[src/cache_geom_pkg.sv]
package cache_geom_pkg;

    // processor address counts halfwords, not bytes
    localparam int PROC_ADDR_W = 31;

    // one cache line, four 32-bit words
    localparam int LINE_W = 128;

    // halfword slots in one line
    localparam int HW_PER_LINE = 8;

    // halfword offset bits inside a line
    localparam int OFFSET_W = 3;

    // line address seen by memory
    // processor address without the offset bits
    localparam int MEM_ADDR_W = PROC_ADDR_W - OFFSET_W;

endpackage

[src/fetch_pkg.sv]
package fetch_pkg;

    // RVC parcel size
    localparam int HALF_W = 16;

    // window returned to the fetch unit, two parcels
    localparam int WORD_W = 2 * HALF_W;

    // low two bits of a 32-bit encoding
    // anything else is a compressed instruction
    localparam logic [1:0] FULL_SIZE_OPCODE = 2'b11;

endpackage

[src/cache_sram_2way.sv]
`timescale 1ns/1ns

module cache_sram_2way #(
    parameter int SET_IDX_W = 2
) (
    input  logic                                  clk,
    input  logic                                  proc_reset_i,

    // line address and refill port
    input  logic [cache_geom_pkg::MEM_ADDR_W-1:0] addr_i,
    input  logic                                  write_i,
    input  logic [cache_geom_pkg::LINE_W-1:0]     wline_i,

    // lookup result
    output logic [cache_geom_pkg::LINE_W-1:0]     rline_o,
    output logic                                  hit_o
);

    import cache_geom_pkg::*;

    localparam int TAG_W = PROC_ADDR_W - OFFSET_W - SET_IDX_W;
    localparam int SETS  = 1 << SET_IDX_W;

    // per set, one valid bit per way
    logic [SETS-1:0][1:0]  valid_q;
    // per set, the way to replace next
    logic [SETS-1:0]       lru_q;
    logic [TAG_W-1:0]      tag_q  [2][SETS];
    logic [LINE_W-1:0]     line_q [2][SETS];

    logic [SET_IDX_W-1:0]  idx;
    logic [TAG_W-1:0]      tag;
    logic [1:0]            hit_way;
    logic                  victim;

    // low bits pick the set, the rest is compared
    assign idx = addr_i[SET_IDX_W-1:0];
    assign tag = addr_i[SET_IDX_W +: TAG_W];

    // tag compare on both ways in parallel
    assign hit_way[0] = valid_q[idx][0] && (tag_q[0][idx] == tag);
    assign hit_way[1] = valid_q[idx][1] && (tag_q[1][idx] == tag);
    assign hit_o      = |hit_way;

    // way 0 is returned on a miss, the controller ignores it then
    assign rline_o = hit_way[1] ? line_q[1][idx] : line_q[0][idx];

    // refill target
    // empty ways go first, so a cold set never evicts
    always_comb begin
        if (!valid_q[idx][0]) begin
            victim = 1'b0;
        end else if (!valid_q[idx][1]) begin
            victim = 1'b1;
        end else begin
            victim = lru_q[idx];
        end
    end

    // valid and lru bookkeeping
    always_ff @(posedge clk) begin
        if (proc_reset_i) begin
            valid_q <= '0;
            lru_q   <= '0;
        end else if (write_i) begin
            valid_q[idx][victim] <= 1'b1;
            // freshly filled way is most recent
            lru_q[idx]           <= ~victim;
        end else if (hit_o) begin
            // other way becomes the replacement candidate
            lru_q[idx] <= ~hit_way[1];
        end
    end

    // tag and data arrays
    always_ff @(posedge clk) begin
        if (write_i) begin
            tag_q[victim][idx]  <= tag;
            line_q[victim][idx] <= wline_i;
        end
    end

    // refill only happens on a miss, so one line never sits in both ways
    a_single_way_hit: assert property (@(posedge clk) disable iff (proc_reset_i)
        !(hit_way[0] && hit_way[1]));

endmodule

[src/fetch_align.sv]
`timescale 1ns/1ns

module fetch_align (
    input  logic [cache_geom_pkg::LINE_W-1:0]   line_i,
    input  logic [cache_geom_pkg::OFFSET_W-1:0] offset_i,
    output logic [fetch_pkg::WORD_W-1:0]        window_o,
    output logic                                compressed_o,
    output logic                                cross_o
);

    import cache_geom_pkg::*;
    import fetch_pkg::*;

    // last halfword slot of a line
    localparam logic [OFFSET_W-1:0] LAST_HW = OFFSET_W'(HW_PER_LINE - 1);

    // line padded with one zero halfword on top
    logic [LINE_W+HALF_W-1:0] ext_line;
    logic [WORD_W-1:0]        raw_window;
    logic                     full_size;
    logic                     last_slot;

    // halfword h sits at bits 16h..16h+15
    // the zero pad supplies the upper half at the last slot
    assign ext_line   = {{HALF_W{1'b0}}, line_i};
    assign raw_window = ext_line[HALF_W*offset_i +: WORD_W];

    // encoding check on the first parcel only
    assign full_size = (raw_window[1:0] == FULL_SIZE_OPCODE);
    assign last_slot = (offset_i == LAST_HW);

    always_comb begin
        if (full_size) begin
            window_o = raw_window;
        end else begin
            // compressed, upper parcel belongs to the next instruction
            window_o = {{HALF_W{1'b0}}, raw_window[HALF_W-1:0]};
        end
    end

    assign compressed_o = !full_size;

    // 32-bit instruction spilling into the next line
    assign cross_o = last_slot && full_size;

endmodule

[src/icache_controller.sv]
`timescale 1ns/1ns

module icache_controller #(
    parameter int SET_IDX_W = 2
) (
    input  logic                                   clk,
    input  logic                                   proc_reset_i,

    // fetch unit
    input  logic                                   proc_read_i,
    input  logic [cache_geom_pkg::PROC_ADDR_W-1:0] proc_addr_i,
    output logic [fetch_pkg::WORD_W-1:0]           proc_rdata_o,
    output logic                                   proc_compressed_o,
    output logic                                   proc_stall_o,

    // memory
    output logic                                   mem_read_o,
    output logic [cache_geom_pkg::MEM_ADDR_W-1:0]  mem_addr_o,
    input  logic [cache_geom_pkg::LINE_W-1:0]      mem_rdata_i,
    input  logic                                   mem_ready_i,

    // storage
    output logic [cache_geom_pkg::MEM_ADDR_W-1:0]  sram_addr_o,
    output logic                                   sram_write_o,
    output logic [cache_geom_pkg::LINE_W-1:0]      sram_wline_o,
    input  logic                                   sram_hit_i,
    input  logic [cache_geom_pkg::LINE_W-1:0]      sram_line_i,

    // aligner
    output logic [cache_geom_pkg::OFFSET_W-1:0]    fa_offset_o,
    input  logic [fetch_pkg::WORD_W-1:0]           fa_window_i,
    input  logic                                   fa_compressed_i,
    input  logic                                   fa_cross_i
);

    import cache_geom_pkg::*;
    import fetch_pkg::*;

    localparam int TAG_W = PROC_ADDR_W - OFFSET_W - SET_IDX_W;

    typedef enum logic [1:0] {
        S_IDLE,
        S_NEXTLINE,
        S_ALLOCATE,
        S_READY
    } state_t;

    state_t                state_q;
    state_t                state_d;
    // set while working on the line after the processor's line
    logic                  next_q;
    logic                  next_d;
    logic                  mem_read_q;
    // halfword 7 of the first line in a crossing
    logic [HALF_W-1:0]     carry_q;

    logic [TAG_W-1:0]      proc_tag;
    logic [SET_IDX_W-1:0]  proc_index;
    logic [MEM_ADDR_W-1:0] proc_line;
    logic [MEM_ADDR_W-1:0] sram_addr;
    logic                  serve;

    // address split into tag and set index
    // offset goes to the aligner
    assign proc_tag    = proc_addr_i[PROC_ADDR_W-1 -: TAG_W];
    assign proc_index  = proc_addr_i[OFFSET_W +: SET_IDX_W];
    assign proc_line   = {proc_tag, proc_index};
    assign fa_offset_o = proc_addr_i[OFFSET_W-1:0];

    // crossing states look at the following line
    // a carry out of the index moves into the tag
    assign sram_addr   = proc_line + {{(MEM_ADDR_W-1){1'b0}}, next_q};
    assign sram_addr_o = sram_addr;

    always_comb begin
        state_d = state_q;
        next_d  = next_q;
        case (state_q)
            S_IDLE: begin
                if (proc_read_i && !sram_hit_i) begin
                    state_d = S_ALLOCATE;
                end else if (proc_read_i && fa_cross_i) begin
                    // own line present so go for the next one
                    state_d = S_NEXTLINE;
                    next_d  = 1'b1;
                end
            end
            S_NEXTLINE: begin
                state_d = sram_hit_i ? S_READY : S_ALLOCATE;
            end
            S_ALLOCATE: begin
                // wait here as long as memory needs
                if (mem_ready_i) begin
                    state_d = S_READY;
                end
            end
            S_READY: begin
                state_d = S_IDLE;
                next_d  = 1'b0;
            end
            default: begin
                state_d = S_IDLE;
                next_d  = 1'b0;
            end
        endcase
    end

    always_ff @(posedge clk) begin
        if (proc_reset_i) begin
            state_q    <= S_IDLE;
            next_q     <= 1'b0;
            mem_read_q <= 1'b0;
        end else begin
            state_q <= state_d;
            next_q  <= next_d;
            // request drops after the ready cycle
            // and rises on the move into ALLOCATE
            if (mem_read_q && mem_ready_i) begin
                mem_read_q <= 1'b0;
            end else if (state_q != S_ALLOCATE && state_d == S_ALLOCATE) begin
                mem_read_q <= 1'b1;
            end
        end
    end

    // latch the low parcel before the lookup moves on
    always_ff @(posedge clk) begin
        if (state_q == S_IDLE && state_d == S_NEXTLINE) begin
            carry_q <= sram_line_i[LINE_W-1 -: HALF_W];
        end
    end

    assign mem_read_o = mem_read_q;
    assign mem_addr_o = sram_addr;

    // line lands in storage on the ready edge
    // so READY already hits
    assign sram_write_o = (state_q == S_ALLOCATE) && mem_ready_i;
    assign sram_wline_o = mem_rdata_i;

    // plain hit in IDLE, or the joined window in READY
    assign serve = (state_q == S_IDLE && sram_hit_i && !fa_cross_i)
                || (state_q == S_READY && next_q);
    assign proc_stall_o = proc_read_i && !serve;

    always_comb begin
        if (next_q) begin
            // next line halfword 0 above the carried halfword
            proc_rdata_o      = {sram_line_i[HALF_W-1:0], carry_q};
            proc_compressed_o = (carry_q[1:0] != FULL_SIZE_OPCODE);
        end else begin
            proc_rdata_o      = fa_window_i;
            proc_compressed_o = fa_compressed_i;
        end
    end

    // memory sees one address per request
    a_mem_addr_stable: assert property (@(posedge clk) disable iff (proc_reset_i)
        mem_read_o && !mem_ready_i |=> $stable(mem_addr_o));

    // no request left standing once the FSM is back in IDLE
    a_no_read_in_idle: assert property (@(posedge clk) disable iff (proc_reset_i)
        state_q == S_IDLE |-> !mem_read_o);

endmodule

[src/icache_top.sv]
`timescale 1ns/1ns

module icache_top #(
    parameter int SET_IDX_W = 2
) (
    input  logic                                   clk,
    input  logic                                   proc_reset_i,
    input  logic                                   proc_read_i,
    input  logic [cache_geom_pkg::PROC_ADDR_W-1:0] proc_addr_i,
    output logic [fetch_pkg::WORD_W-1:0]           proc_rdata_o,
    output logic                                   proc_compressed_o,
    output logic                                   proc_stall_o,
    output logic                                   mem_read_o,
    output logic [cache_geom_pkg::MEM_ADDR_W-1:0]  mem_addr_o,
    input  logic [cache_geom_pkg::LINE_W-1:0]      mem_rdata_i,
    input  logic                                   mem_ready_i
);

    import cache_geom_pkg::*;
    import fetch_pkg::*;

    // controller to storage
    logic [MEM_ADDR_W-1:0] sram_addr;
    logic                  sram_write;
    logic [LINE_W-1:0]     sram_wline;
    // storage to controller and aligner
    logic [LINE_W-1:0]     sram_line;
    logic                  sram_hit;
    // aligner handshake
    logic [OFFSET_W-1:0]   fa_offset;
    logic [WORD_W-1:0]     fa_window;
    logic                  fa_compressed;
    logic                  fa_cross;

    icache_controller #(
        .SET_IDX_W (SET_IDX_W)
    ) i_controller (
        .clk               (clk),
        .proc_reset_i      (proc_reset_i),
        .proc_read_i       (proc_read_i),
        .proc_addr_i       (proc_addr_i),
        .proc_rdata_o      (proc_rdata_o),
        .proc_compressed_o (proc_compressed_o),
        .proc_stall_o      (proc_stall_o),
        .mem_read_o        (mem_read_o),
        .mem_addr_o        (mem_addr_o),
        .mem_rdata_i       (mem_rdata_i),
        .mem_ready_i       (mem_ready_i),
        .sram_addr_o       (sram_addr),
        .sram_write_o      (sram_write),
        .sram_wline_o      (sram_wline),
        .sram_hit_i        (sram_hit),
        .sram_line_i       (sram_line),
        .fa_offset_o       (fa_offset),
        .fa_window_i       (fa_window),
        .fa_compressed_i   (fa_compressed),
        .fa_cross_i        (fa_cross)
    );

    fetch_align i_align (
        .line_i       (sram_line),
        .offset_i     (fa_offset),
        .window_o     (fa_window),
        .compressed_o (fa_compressed),
        .cross_o      (fa_cross)
    );

    cache_sram_2way #(
        .SET_IDX_W (SET_IDX_W)
    ) i_sram (
        .clk          (clk),
        .proc_reset_i (proc_reset_i),
        .addr_i       (sram_addr),
        .write_i      (sram_write),
        .wline_i      (sram_wline),
        .rline_o      (sram_line),
        .hit_o        (sram_hit)
    );

endmodule

[config.mk]
export PLATFORM = sky130hd
export DESIGN_NAME = icache_top
export DESIGN_NICKNAME = d
export VERILOG_FILES = /design/src/cache_geom_pkg.sv /design/src/fetch_pkg.sv /design/src/cache_sram_2way.sv /design/src/fetch_align.sv /design/src/icache_controller.sv /design/src/icache_top.sv
export SDC_FILE = /design/constraint.sdc
export NUM_CORES = 1
export LEC_CHECK = 0
export ABC_CLOCK_PERIOD_IN_PS = 13300
export BUFFER_PORTS_ARGS = -buffer_cell sky130_fd_sc_hd__buf_2
export CAP_MARGIN = 5
export CORE_ASPECT_RATIO = 1.2
export CORE_MARGIN = 5
export CORE_UTILIZATION = 35
export CTS_BUF_LIST = sky130_fd_sc_hd__clkbuf_8
export DETAILED_ROUTE_END_ITERATION = 8
export HOLD_SLACK_MARGIN = 0.08
export PLACE_DENSITY = 0.56
export REMOVE_ABC_BUFFERS = 1
export SYNTH_ARGS = -nofsm -noshare
export SYNTH_HDL_FRONTEND = slang
export SYNTH_HIERARCHICAL = 1
export SYNTH_SLANG_ARGS = --single-unit
[constraint.sdc]
create_clock -name clk -period 13.3 [get_ports clk]
set_clock_uncertainty 0.2 [all_clocks]
set_input_delay 1.33 -clock clk [delete_from_list [all_inputs] [get_ports clk]]
set_output_delay 1.33 -clock clk [all_outputs]
set_load 0.02 [all_outputs]
# Word level (Yosys, flattened, before mapping)
# Memories as Yosys holds them, arrays and structs flattened.
# Cells that the tools add are included.
# totals
n_memories	2
inputBits	163
word_cells	110
regBits	32
mem_bits_rw	1232
out_inout_bits	63
# op_classes
n_reduce_logical	27
n_mux	47
n_bitwise	4
n_addsub	1
n_lt_le_gt_ge	6
n_shift	1
n_eq_ne	13
# mem_list
memory	depth	width	read_ports	rd_clocked_by_memory_dff	write_ports	line_no	text
i_sram.line_q	2	512	2	0	1	cache_sram_2way.sv:29	logic [LINE_W-1:0] line_q [2][SETS];
i_sram.tag_q	2	104	2	0	1	cache_sram_2way.sv:28	logic [TAG_W-1:0] tag_q [2][SETS];
# op_table
operator	count
2-to-1 mux 128 bit	6
binary-select mux 128 bit (select 2 bit)	2
2-to-1 mux 512 bit	1
demux 128 bit (select 2 bit)	1
variable part select 144 x 8 -> 32 bit	1
2-to-1 mux 26 bit	5
binary-select mux 26 bit (select 2 bit)	2
2-to-1 mux 104 bit	1
2-to-1 mux 32 bit	2
demux 26 bit (select 2 bit)	1
equality test 26 bit	2
adder 28 x 1 -> 28 bit	1
logical AND 1 bit	16
2-to-1 mux 1 bit	10
2-to-1 mux 2 bit	5
bitwise mux 4 bit	2
equality test 2 bit, second input constant	4
2-to-1 mux 4 bit	2
OR 8 bit	1
one-hot mux 2 bit (4 select lines)	1
inequality test 2 bit, second input constant	3
binary-select mux 2 bit (select 2 bit)	1
demux 2 bit (select 2 bit)	1
equality test 2 x 1 -> 1 bit, second input constant	2
other kinds (20)	26

# Logic depth before layout (Yosys ltp)
# Gate-level depths: netlist of run 1.
# depth
ltp_word	17
depth_mapped	23

# Hierarchy
# Netlist of run 1, hierarchy kept.
# by_module_without_submodules
mod	area_each_um2	seq_area_each_um2	n_inst	cells_each
cache_sram_2way	47473.0	37235.7	1	1966
icache_controller	2895.3	560.5	1	322
fetch_align	1918.1	0.0	1	171

# Worst setup path before layout of run 1
# Ideal clock, no wire load.
# synth_path
kind	input to register
from	input proc_addr_i[3] (netlist bit)
to	memory i_sram/line_q[0][0] (netlist bit) (enable)
arrival_time_ns	9.899
t_required_ns	12.428
path_slack_ns	2.529
path_stages	13
path_cell_list	ha_1 -> ha_1 -> buf_4 -> buf_6 -> buf_8 -> buf_6 -> buf_4 -> buf_2 -> mux4_2 -> nand2b_1 -> nand2_1 -> nand2_1 -> nor2_1
# synth_via
elab_chain_cells	7
elab_cells_between_ends	14
cone_classes	add/sub (1); order compare (2); mux (9); bitwise (1); reduce/logical (1)
# synth_lines
element	line_no	text
start: declaration	icache_top.sv:9	input logic [cache_geom_pkg::PROC_ADDR_W-1:0] proc_addr_i,
adder 28 x 1 -> 28 bit (*)	icache_controller.sv:72	assign sram_addr = proc_line + {{(MEM_ADDR_W-1){1'b0}}, next_q};
named net mem_addr_o (one bit)	icache_top.sv:14	output logic [cache_geom_pkg::MEM_ADDR_W-1:0] mem_addr_o,
NOT 2 -> 3 bit (not written as such)	cache_sram_2way.sv:79	line_q[victim][idx] <= wline_i;
>= comparator 3 bit (not written as such) / less-than comparator 3 x 1 -> 1 bit (equally long branches)	cache_sram_2way.sv:79	
logical AND 1 bit (not written as such)	cache_sram_2way.sv:79	
2-to-1 mux 128 bit (not written as such)	cache_sram_2way.sv:79	
demux 128 bit (select 2 bit)	cache_sram_2way.sv:79	
2-to-1 mux 512 bit (not written as such)	cache_sram_2way.sv:79	
end: declaration	cache_sram_2way.sv:29	
# The timed path passes the listed nets; every way through them passes the cells marked *. The select of a mux whose other input is x is not followed.

# Worst setup path in the final report of run 1
# layout_path
from	register i_controller.next_q
to	output proc_compressed_o
# layout_via
elab_chain_cells	12
elab_cells_between_ends	20
cone_classes	add/sub (1); eq/ne (2); shift (1); mux (13); bitwise (1); reduce/logical (2)
# layout_lines
element	line_no	text
start: declaration	icache_controller.sv:51	logic next_q;
start signal: assignment	icache_controller.sv:115	next_q <= next_d;
adder 28 x 1 -> 28 bit (*)	icache_controller.sv:72	
NOT 2 -> 3 bit (not written as such)	cache_sram_2way.sv:42, cache_sram_2way.sv:46	
binary-select mux 26 bit (select 2 bit)	cache_sram_2way.sv:42	assign hit_way[1] = valid_q[idx][1] && (tag_q[1][idx] == tag);
2-to-1 mux 26 bit (not written as such) (2 in series)	cache_sram_2way.sv:42	
equality test 26 bit	cache_sram_2way.sv:42	
logical AND 1 bit	cache_sram_2way.sv:42	
2-to-1 mux 128 bit (*)	cache_sram_2way.sv:46	assign rline_o = hit_way[1] ? line_q[1][idx] : line_q[0][idx];
named net sram_line[112]	icache_top.sv:27	logic [LINE_W-1:0] sram_line;
variable part select 144 x 8 -> 32 bit (*)	fetch_align.sv:26	assign raw_window = ext_line[HALF_W*offset_i +: WORD_W];
equality test 2 bit (*)	fetch_align.sv:29	assign full_size = (raw_window[1:0] == FULL_SIZE_OPCODE);
zero test 1 bit (*)	fetch_align.sv:41	assign compressed_o = !full_size;
named net fa_compressed	icache_top.sv:32	logic fa_compressed;
2-to-1 mux 1 bit (*)	icache_controller.sv:147	if (next_q) begin
end: declaration	icache_top.sv:11	output logic proc_compressed_o,
# Marks and branches as above.

==> results.toml, run 1 <==
[sta]
setup_tns_ns = 0
fin_crit_sh_pct = 73.25
slew_viol_final = 0
max_slew_margin_pct = 17.02
hold_viol_final = 0
clock.fmax_ghz = 0.1027
rsz0062_at_grt = "no"
tightestPinTransition_ns = 1.242
setup_viol = 0
post-route-min-period_ns = 9.742

[clock_network]
clk_path_buf_depth = 3
cts_made_buffers = 193
htreeDepth = 4
cts_tree = "yes"
cts_setup_buffers = 0
cts.repair.resized = 0
clk-insertion-delay-late_ns = 0.90
numClockSinks = 1264
root_buffer = "clkbuf_8"
path_clk_slew_ns = 0.06
hold_buffers = 0

[worst_setup_path]
cp-end-kind = "output pin"
worstSetupPathType = "flop to output pin"
reg2reg_slack_ns = 5.23
critical_path.max_fanout = 23
cp.arrival_ns = 8.21
cp.required_ns = 11.77
startpoint_type = "flop"

[floorplan]
core_um2 = 148600
num_rows = 155
fp.dieArea_um2 = 157300
die_x_um = 362.8
initial_utilization_pct = 35.20
die_h_um = 433.4
io_pins = 226

[detailed_routing]
drc = 0
wl_per_cell_um = 26.13
wl_um = 125800
drt_iter0_markers = 1796
vias = 24720
vias_per_cell = 5.135
dr.pass1.iters = 5
ant_nets = 0

[yosys]
synth.avg_cell_area_um2 = 21.26
synth_area_um2 = 52290
synth_top_family_by_area = "multiplexers"
synth_warnings = 6
ys_top_cells_by_area = "edfxtp_1 72%, mux4_2 14%, mux2_1 2.8%"
ys_seq_area_share_pct = 72.29
synthCells = 2459
synthXorXnorAreaFrac_pct = 1.139
async_flop_share_pct = 0
ys_ff_latch = 1264
synth_compound_area_share_pct = 1.338
synthMuxAreaShare_pct = 19.73
synth-main-ff-cell = "edfxtp_1"
yosysTopAreaCellShare_pct = 71.67
synth_edf_count = 1248
synth-simple-area-share_pct = 1.658
synth_fa_ha_area_share_pct = 0.1675
ys_types = 69
synth_top_area_cell = "edfxtp_1"

[finish]
fin_nets = 2845
drive_above_1_share_pct = 34.56
stdcell_count = 4815
area_growth_pct = 11.68
layout_common_cells = "1248 x edfxtp_1, 333 x mux4_2, 223 x buf_2"
final_common_cell = "edfxtp_1"

[power_and_ir_drop]
p_per_area_nw_per_um2 = 138.1
ir_drop_v = 0.00006687
p_leak_nw = 18.76

[global_routing]
grt_max_degree = 132
grt_pass1_vias = 26690
track_usage_pct = 15.97
grt_pass1_wl_um = 184100
antenna_found_initial = 42
grt_overflow = 0

[placement]
hpwl_um = 72640
dp.cells = 4441
portBuffers = 225
gp_congestion = 0.7657

[outcome]
status = "finished, final reports clean"

[run]
maxCapViolations = 0

[hold_path]
hold_path.class = "flop to flop"
metal layers:
metal  routed length, um  global-route usage [%]  up-vias
li1                    -                       -    10560
met1               51840                   20.41    13200
met2               63870                   27.21      732
met3                7161                   3.726      214
met4                2857                   4.771       18
met5                 112                       0        -
through the flow:
step	hold slack [ns]	instance area, um^2	power (mW)	setup slack [ns]	util (%)
after floorplan	0.2348	50400	4.951	-9.959	-
after global placement	0.2453	54650	5.058	3.863	36.79
after detailed placement	0.2559	54650	5.074	3.742	36.79
after CTS	0.2694	58350	8.185	3.396	39.28
after global routing	0.3052	58360	8.397	3.159	39.29
final	0.2667	58400	8.062	3.558	39.31
final timing paths:
kind,start,end,depth (start not counted)
worst min-delay path,i_sram/valid_q[4],i_sram/valid_q[4],2
worst max register to register,i_controller/next_q,i_controller/carry_q[0],21
worst min register to register,i_sram/valid_q[4],i_sram/valid_q[4],2
worst max-delay path,i_controller/next_q,proc_compressed_o,19
power by group:
part / leakage [nW] / internal (mW) / switching (mW)
clock network: 2.07 / 1.56 / 1.52
registers: 11.4 / 4.43 / 0.0125
logic: 5.32 / 0.219 / 0.316
total: 18.8 / 6.21 / 1.85
logic make-up (layout without fill, tap and decap cells):
| logic type | after synthesis | in the layout |
|---|---|---|
| compound gates | 86 | 86 |
| xor+xnor | 68 | 68 |
| fa+ha+maj | 7 | 7 |
| buf+inv | 285 | 662 |
| flops | 1264 | 1264 |
| mux | 589 | 589 |
| other cells | 0 | 17 |
| simple gates | 160 | 160 |
sequential cells by signal, indices dropped and copies added (netlist names):
register / cells
i_controller/carry_q: 16
i_controller/mem_read_o: 1
i_controller/next_q: 1
i_controller/state_q: 2
i_sram/line_q: 1024
i_sram/lru_q: 4
i_sram/tag_q: 208
i_sram/valid_q: 8
worst max-delay path: stages (launching register included):
cell     delay [ns]
dfxtp_2        0.33
buf_4          0.31
ha_4           0.22
ha_4           0.15
nand3_1        0.22
nor4_4         0.63
nand3_1        0.18
xnor2_1        0.90
o221a_2        0.35
a31oi_1        0.05
nor4b_1        0.70
nand3_4        0.58
mux2_1         0.53
mux4_2         0.52
mux2i_4        0.15
buf_4          0.47
or2_1          0.18
nor2_1         0.04
a31oi_1        0.43
buf_2          0.27
cell usage after synthesis, drive strengths merged, types with 12 or more instances:
cell type,number
a2111oi,17
a2bb2oi,17
buf,236
clkbuf,38
dfxtp,16
edfxtp,1248
mux2,181
mux2i,75
mux4,333
nand2,25
nand3,18
nand4,12
nor2,56
xnor2,58
layout make-up:
type / instances / area (um^2)
repair buffers: 295 / 1682
flip-flops and latches: 1264 / 37800
inverters: 11 / 41.29
diodes: 17 / 42.54
clock buffers: 193 / 2656
fillers: 13400 / 90160
well taps: 1962 / 2455
multi-input cells: 910 / 12680
clock inverters: 163 / 1041
(Power assumes the default switching activity.)
==> run 2, diff against run 1 <==
--- a/config.mk
+++ b/config.mk
@@ -5,7 +5,7 @@
 export SDC_FILE = /design/constraint.sdc
 export NUM_CORES = 1
 export LEC_CHECK = 0
-export ABC_CLOCK_PERIOD_IN_PS = 13300
+export ABC_CLOCK_PERIOD_IN_PS = 7890
 export BUFFER_PORTS_ARGS = -buffer_cell sky130_fd_sc_hd__buf_2
 export CAP_MARGIN = 5
 export CORE_ASPECT_RATIO = 1.2
@@ -14,7 +14,7 @@
 export CTS_BUF_LIST = sky130_fd_sc_hd__clkbuf_8
 export DETAILED_ROUTE_END_ITERATION = 8
 export HOLD_SLACK_MARGIN = 0.08
-export PLACE_DENSITY = 0.56
+export PLACE_DENSITY = 0.58
 export REMOVE_ABC_BUFFERS = 1
 export SYNTH_ARGS = -nofsm -noshare
 export SYNTH_HDL_FRONTEND = slang
==> constraint.sdc (replaced) <==
create_clock -name clk -period 7.89 [get_ports clk]
set_clock_uncertainty 0.2 [all_clocks]
set_input_delay 0.789 -clock clk [delete_from_list [all_inputs] [get_ports clk]]
set_output_delay 0.789 -clock clk [all_outputs]
set_load 0.02 [all_outputs]
==> run 2 against run 1 <==
Flip-flop and latch count unchanged. Critical endpoint is now proc_rdata_o[16]. Largest cell class unchanged. Count of clock-buffer cells in the layout up 9. Non-clock buffer count up 147. Register-to-register slack worse by 3.7 ns. Utilization up 1.2 points. Combinational power up 83%. Sequential share of layout area down 1.9 points. Critical path depth unchanged. Clock power up 73%. First-iteration DRC count up 3.8%. Worst setup slack worse by 3.2 ns. Cell count up 2.9%.
==> results.toml, run 2 (synthesized netlist as in run 1, its figures left out) <==
[outcome]
status = "finished, final reports clean"

[worst_setup_path]
cp-end-kind = "output pin"
critPathLaunch = "i_controller/next_q"
cp.arrival_ns = 6.50
r2r_cells = 22
rr_startpoint = "i_controller/next_q"
startpoint_type = "flop"
cp.required_ns = 6.90
worstSetupPathType = "flop to output pin"
critical_path.max_fanout = 14

[clock_network]
htreeDepth = 4
clk-insertion-delay-late_ns = 0.89
numClockSinks = 1264
clk_path_buf_depth = 3
path_clk_slew_ns = 0.07
cts_tree = "yes"
cts_made_buffers = 198
root_buffer = "clkbuf_8"

[hold_path]
hold_path.class = "input pin to flop"
min-delay-start = "proc_addr_i[24]"
min_delay_path_depth = 3

[global_routing]
gr-usage-met1_pct = 20.21
track_usage_pct = 16.21
antenna_found_initial = 28
use_met2_pct = 28.55
met3_usage_pct = 3.516
grt_pass1_wl_um = 187100
grt_overflow = 0
grt_max_degree = 126
top_usage_layer = "met2"
grt_pass1_vias = 27820

[sta]
fin_crit_sh_pct = 94.88
setup_ws_ns = 0.4037
clock.fmax_ghz = 0.1336
hold_viol_final = 0
tightestPinTransition_ns = 1.190
rsz0062_at_grt = "no"
setup_viol = 0
post-route-min-period_ns = 7.486
max_slew_margin_pct = 20.50
slew_viol_final = 0
setup_tns_ns = 0

[detailed_routing]
ant_nets = 0
vias_per_cell = 5.133
dr.pass1.iters = 5
vias = 25430
wl_um = 127700
drt_iter0_markers = 1864
drc = 0
wl_per_cell_um = 25.78

[floorplan]
die_h_um = 433.4
initial_utilization_pct = 35.20
die_x_um = 362.8
io_pins = 226
core_um2 = 148600
fp.dieArea_um2 = 157300
num_rows = 155

[placement]
portBuffers = 225
hpwl_um = 72760
gp_congestion = 0.7886
pre_cts_slack_ns = 0.3500

[finish]
final_common_cell = "edfxtp_1"
top_regs = "i_sram/line_q: 1024 flops, i_sram/tag_q: 208 flops, i_controller/carry_q: 16 flops"
largest_reg_flops = 1024
regMostFlops = "i_sram/line_q"
area_growth_pct = 15.00
drive_above_1_share_pct = 33.22
layout_common_cells = "1248 x edfxtp_1, 333 x mux4_2, 223 x buf_2"
fin_nets = 2998

[run]
maxCapViolations = 0

[power_and_ir_drop]
p_per_area_nw_per_um2 = 229.5
ir_drop_v = 0.0001559
p_leak_nw = 19.49
==> run 2: changes by cell type in the layout (fill, tap and decap cells not counted), moves of 2 or more <==
cell and change:
diode_2 -5, clkinv_4 +2, dlygate4sd3_1 +132, inv_6 -6, clkinvlp_4 +4, clkinv_1 -8
clkbuf_8 +9, inv_1 +12, bufinv_16 +3, clkinv_2 -18, buf_12 +15, inv_12 -3
inv_8 +2
==> run 2: worst max-delay path: stages, from the launching register on <==
cell and delay, ns:
dfxtp_2 0.41, ha_4 0.18, ha_4 0.15, nand3_1 0.26, nor4_4 0.28, buf_4 0.21
nand3_1 0.11, xnor2_1 0.13, buf_4 0.19, a222oi_1 0.44, o21a_1 0.16, and4_2 0.41
nand3_4 0.32, mux2_1 0.48, mux4_2 0.52, mux2i_4 0.30, buf_4 0.34, a2111oi_0 0.12
mux2_2 0.37, buf_2 0.18
==> run 2: layer usage <==
layer	routed length, um	part of all wire (%)	vias to the layer above
met3	6671	5.2	223
met1	51630	40	13620
met4	2742	2.1	14
met2	66600	52	720
li1	-	-	10860
met5	98	0.077	-
==> run 2: metrics by stage <==
stage | hold slack [ns] | std cells | cell area (um^2) | total power [mW] | util, %
global route | 0.1475 | 4947 | 60110 | 14.37 | 40.46
global placement | 0.2446 | 4454 | 54910 | 8.530 | 36.96
finish | 0.2344 | 4954 | 60130 | 13.80 | 40.48
detailed placement | 0.2594 | 4454 | 54910 | 8.560 | 36.96
CTS | 0.08609 | 4940 | 60070 | 14.01 | 40.43
floorplan | 0.2348 | 2185 | 50400 | 8.346 | -
==> run 2: final timing paths <==
path,slack [ns],end
hold reg to reg,0.27,i_sram/valid_q[7]
setup / recovery,0.40,proc_rdata_o[16]
setup reg to reg,1.51,i_controller/carry_q[3]
hold / removal,0.23,i_sram/tag_q[1][97]
==> run 2: power by group <==
group	internal [mW]	switching, mW	total [mW]
Combinational	0.423	0.556	0.980
Clock	2.78	2.54	5.32
Sequential	7.47	0.0209	7.49
Total	10.7	3.12	13.8
==> run 2: timing repair <==
item	4_1_cts	5_1_grt
resized for setup	5	1
cloned	1	0
pin swaps	2	0
hold buffers	132	0
buffers inserted	1	2
endpoints found under the setup margin	24	7
endpoints found under the hold margin	1038	0
==> run 2: area by class of cell <==
type                            count  area (um^2)
Fill cell                       13290        88430
Clock inverter                    150         1008
Inverter                           11        41.29
Multi-Input combinational cell    911        12710
Sequential cell                  1264        37800
Clock buffer                      202         2780
Antenna cell                       12        30.03
Timing Repair Buffer              442         3307
Tap cell                         1962         2455
==> run 3, diff against run 2 <==
--- a/config.mk
+++ b/config.mk
@@ -8,7 +8,6 @@
 export ABC_CLOCK_PERIOD_IN_PS = 7890
 export BUFFER_PORTS_ARGS = -buffer_cell sky130_fd_sc_hd__buf_2
 export CAP_MARGIN = 5
-export CORE_ASPECT_RATIO = 1.2
 export CORE_MARGIN = 5
 export CORE_UTILIZATION = 35
 export CTS_BUF_LIST = sky130_fd_sc_hd__clkbuf_8
==> run 3 against run 2 <==
Register-to-register slack improved by 0.07 ns. Critical path type unchanged. Fmax rose by 0.24%. Largest cell class unchanged. Combinational power barely moved.
==> results.toml, run 3 (synthesized netlist as in run 1, its figures left out) <==
[detailed_routing]
wl_um = 125700
vias_per_cell = 5.174
dr.pass1.iters = 7
drc = 0
vias = 25530
drt_iter0_markers = 1896
wl_per_cell_um = 25.48
ant_nets = 0

[finish]
area_growth_pct = 14.92
drive_above_1_share_pct = 32.39
final_common_cell = "edfxtp_1"
multi_input_area_um2 = 12690
regMostFlops = "i_sram/line_q"
nFillCells = 13050
stdcell_area_um2 = 60090
top_regs = "i_sram/line_q: 1024 flops, i_sram/tag_q: 208 flops, i_controller/carry_q: 16 flops"
regArea_um2 = 37800
fin_nets = 2999
largest_reg_flops = 1024
layout_common_cells = "1248 x edfxtp_1, 333 x mux4_2, 223 x buf_2"

[sta]
clock.fmax_ghz = 0.1339
setup_viol = 0
slew_viol_final = 0
max_slew_margin_pct = 27.45
tightestPinTransition_ns = 1.086
post-route-min-period_ns = 7.468
setup_tns_ns = 0
fin_crit_sh_pct = 94.65
rsz0062_at_grt = "no"
hold_viol_final = 0

[worst_setup_path]
cp_cell_sequence = "ha_4, ha_4, nand3_1, nor4_4, nand3_1, xnor2_1, buf_4, xnor2_1, and3_1, and4_1, nand3_4, mux2_1, mux4_2, mux2i_4, buf_4, a2111oi_0, mux2_2, buf_2"
critPathLaunch = "i_controller/next_q"
worstSetupPathType = "flop to output pin"
cp.arrival_ns = 6.48
critical_path.max_fanout = 19
critPathSlowestCell = "mux2_1"
cp.required_ns = 6.90
rr_startpoint = "i_controller/next_q"
cp-end-kind = "output pin"
cp_slowest_stage_delay_ns = 0.59
startpoint_type = "flop"

[floorplan]
initial_utilization_pct = 35.28
die_h_um = 396.5
core_um2 = 148200
io_pins = 226
die_x_um = 396.5
num_rows = 141
fp.dieArea_um2 = 157200

[global_routing]
grt_max_degree = 126
track_usage_pct = 15.88
grt_pass1_wl_um = 183500
grt_overflow = 0
antenna_found_initial = 46
grt_pass1_vias = 27430

[power_and_ir_drop]
ir_drop_v = 0.0001963
p_leak_nw = 19.49
total_power_mw = 13.73
p_per_area_nw_per_um2 = 228.6

[clock_network]
numClockSinks = 1264
htreeDepth = 4
path_clk_slew_ns = 0.06
clk_path_buf_depth = 3
cts_made_buffers = 202
root_buffer = "clkbuf_8"
clk-insertion-delay-late_ns = 0.90
cts_tree = "yes"

[hold_path]
hold_path.class = "input pin to flop"
min-delay-start = "proc_addr_i[17]"

[placement]
portBuffers = 225
gp_congestion = 0.7664
place_area_um2 = 54870
hpwl_um = 71600

[outcome]
status = "finished, final reports clean"

[run]
maxCapViolations = 0
## run 3: through the flow
stage / hold slack, ns / setup slack (ns) / utilization [%] / instances
after detailed placement: 0.2721 / 0.6758 / 37.02 / 4419
after global placement: 0.2508 / 0.7109 / 37.02 / 4419
after global routing: 0.08662 / 0.01230 / 40.53 / 4926
after CTS: 0.08335 / 0.1439 / 40.50 / 4921
after floorplan: 0.2348 / -14.46 / - / 2185
final: 0.1806 / 0.4219 / 40.55 / 4934
## run 3: final cells by class
cell class,instances,share of cell area (%)
diodes,12,0.04998
clock buffers,202,4.627
clock inverters,165,1.705
inverters,11,0.06872
multi-input cells,910,21.12
flip-flops and latches,1264,62.91
well taps,1930,4.019
repair buffers,440,5.506
## run 3: final timing paths
kind / cells after the start / slack (ns) / to
min reg2reg: 2 / 0.28 / i_sram/valid_q[0]
max: 18 / 0.42 / proc_rdata_o[31]
max reg2reg: 21 / 1.58 / i_controller/carry_q[0]
min: 2 / 0.18 / i_sram/tag_q[1][38]
## run 3: worst max-delay path, delay by kind of cell (launching register included)
| family | cells | cell delay (ns) |
|---|---|---|
| compound gates | 1 | 0.14 |
| xor+xnor | 2 | 0.51 |
| fa+ha+maj | 2 | 0.30 |
| buf+inv | 3 | 0.82 |
| flops | 1 | 0.38 |
| mux | 4 | 1.64 |
| simple gates | 6 | 1.76 |
## run 3: timing repair
action / CTS / global route
hold buffers: 135 / 0
endpoints found under the hold margin: 1041 / 0
setup buffers: 0 / 1
setup endpoints to repair: 0 / 24
gates resized for setup: 0 / 2
## run 3: routing by layer
layer	track usage, %	vias to the layer above	routed length, um
met3	4.037	240	8059
met4	4.916	24	3113
met5	0	-	147
li1	-	10880	-
met2	25.80	867	61000
met1	21.12	13520	53370
## run 3: where the power goes
part | internal (mW) | total, mW | leakage, nW | switching, mW
Clock | 2.73 | 5.26 | 2.13 | 2.53
Sequential | 7.47 | 7.50 | 11.4 | 0.0216
Combinational | 0.423 | 0.977 | 5.98 | 0.553
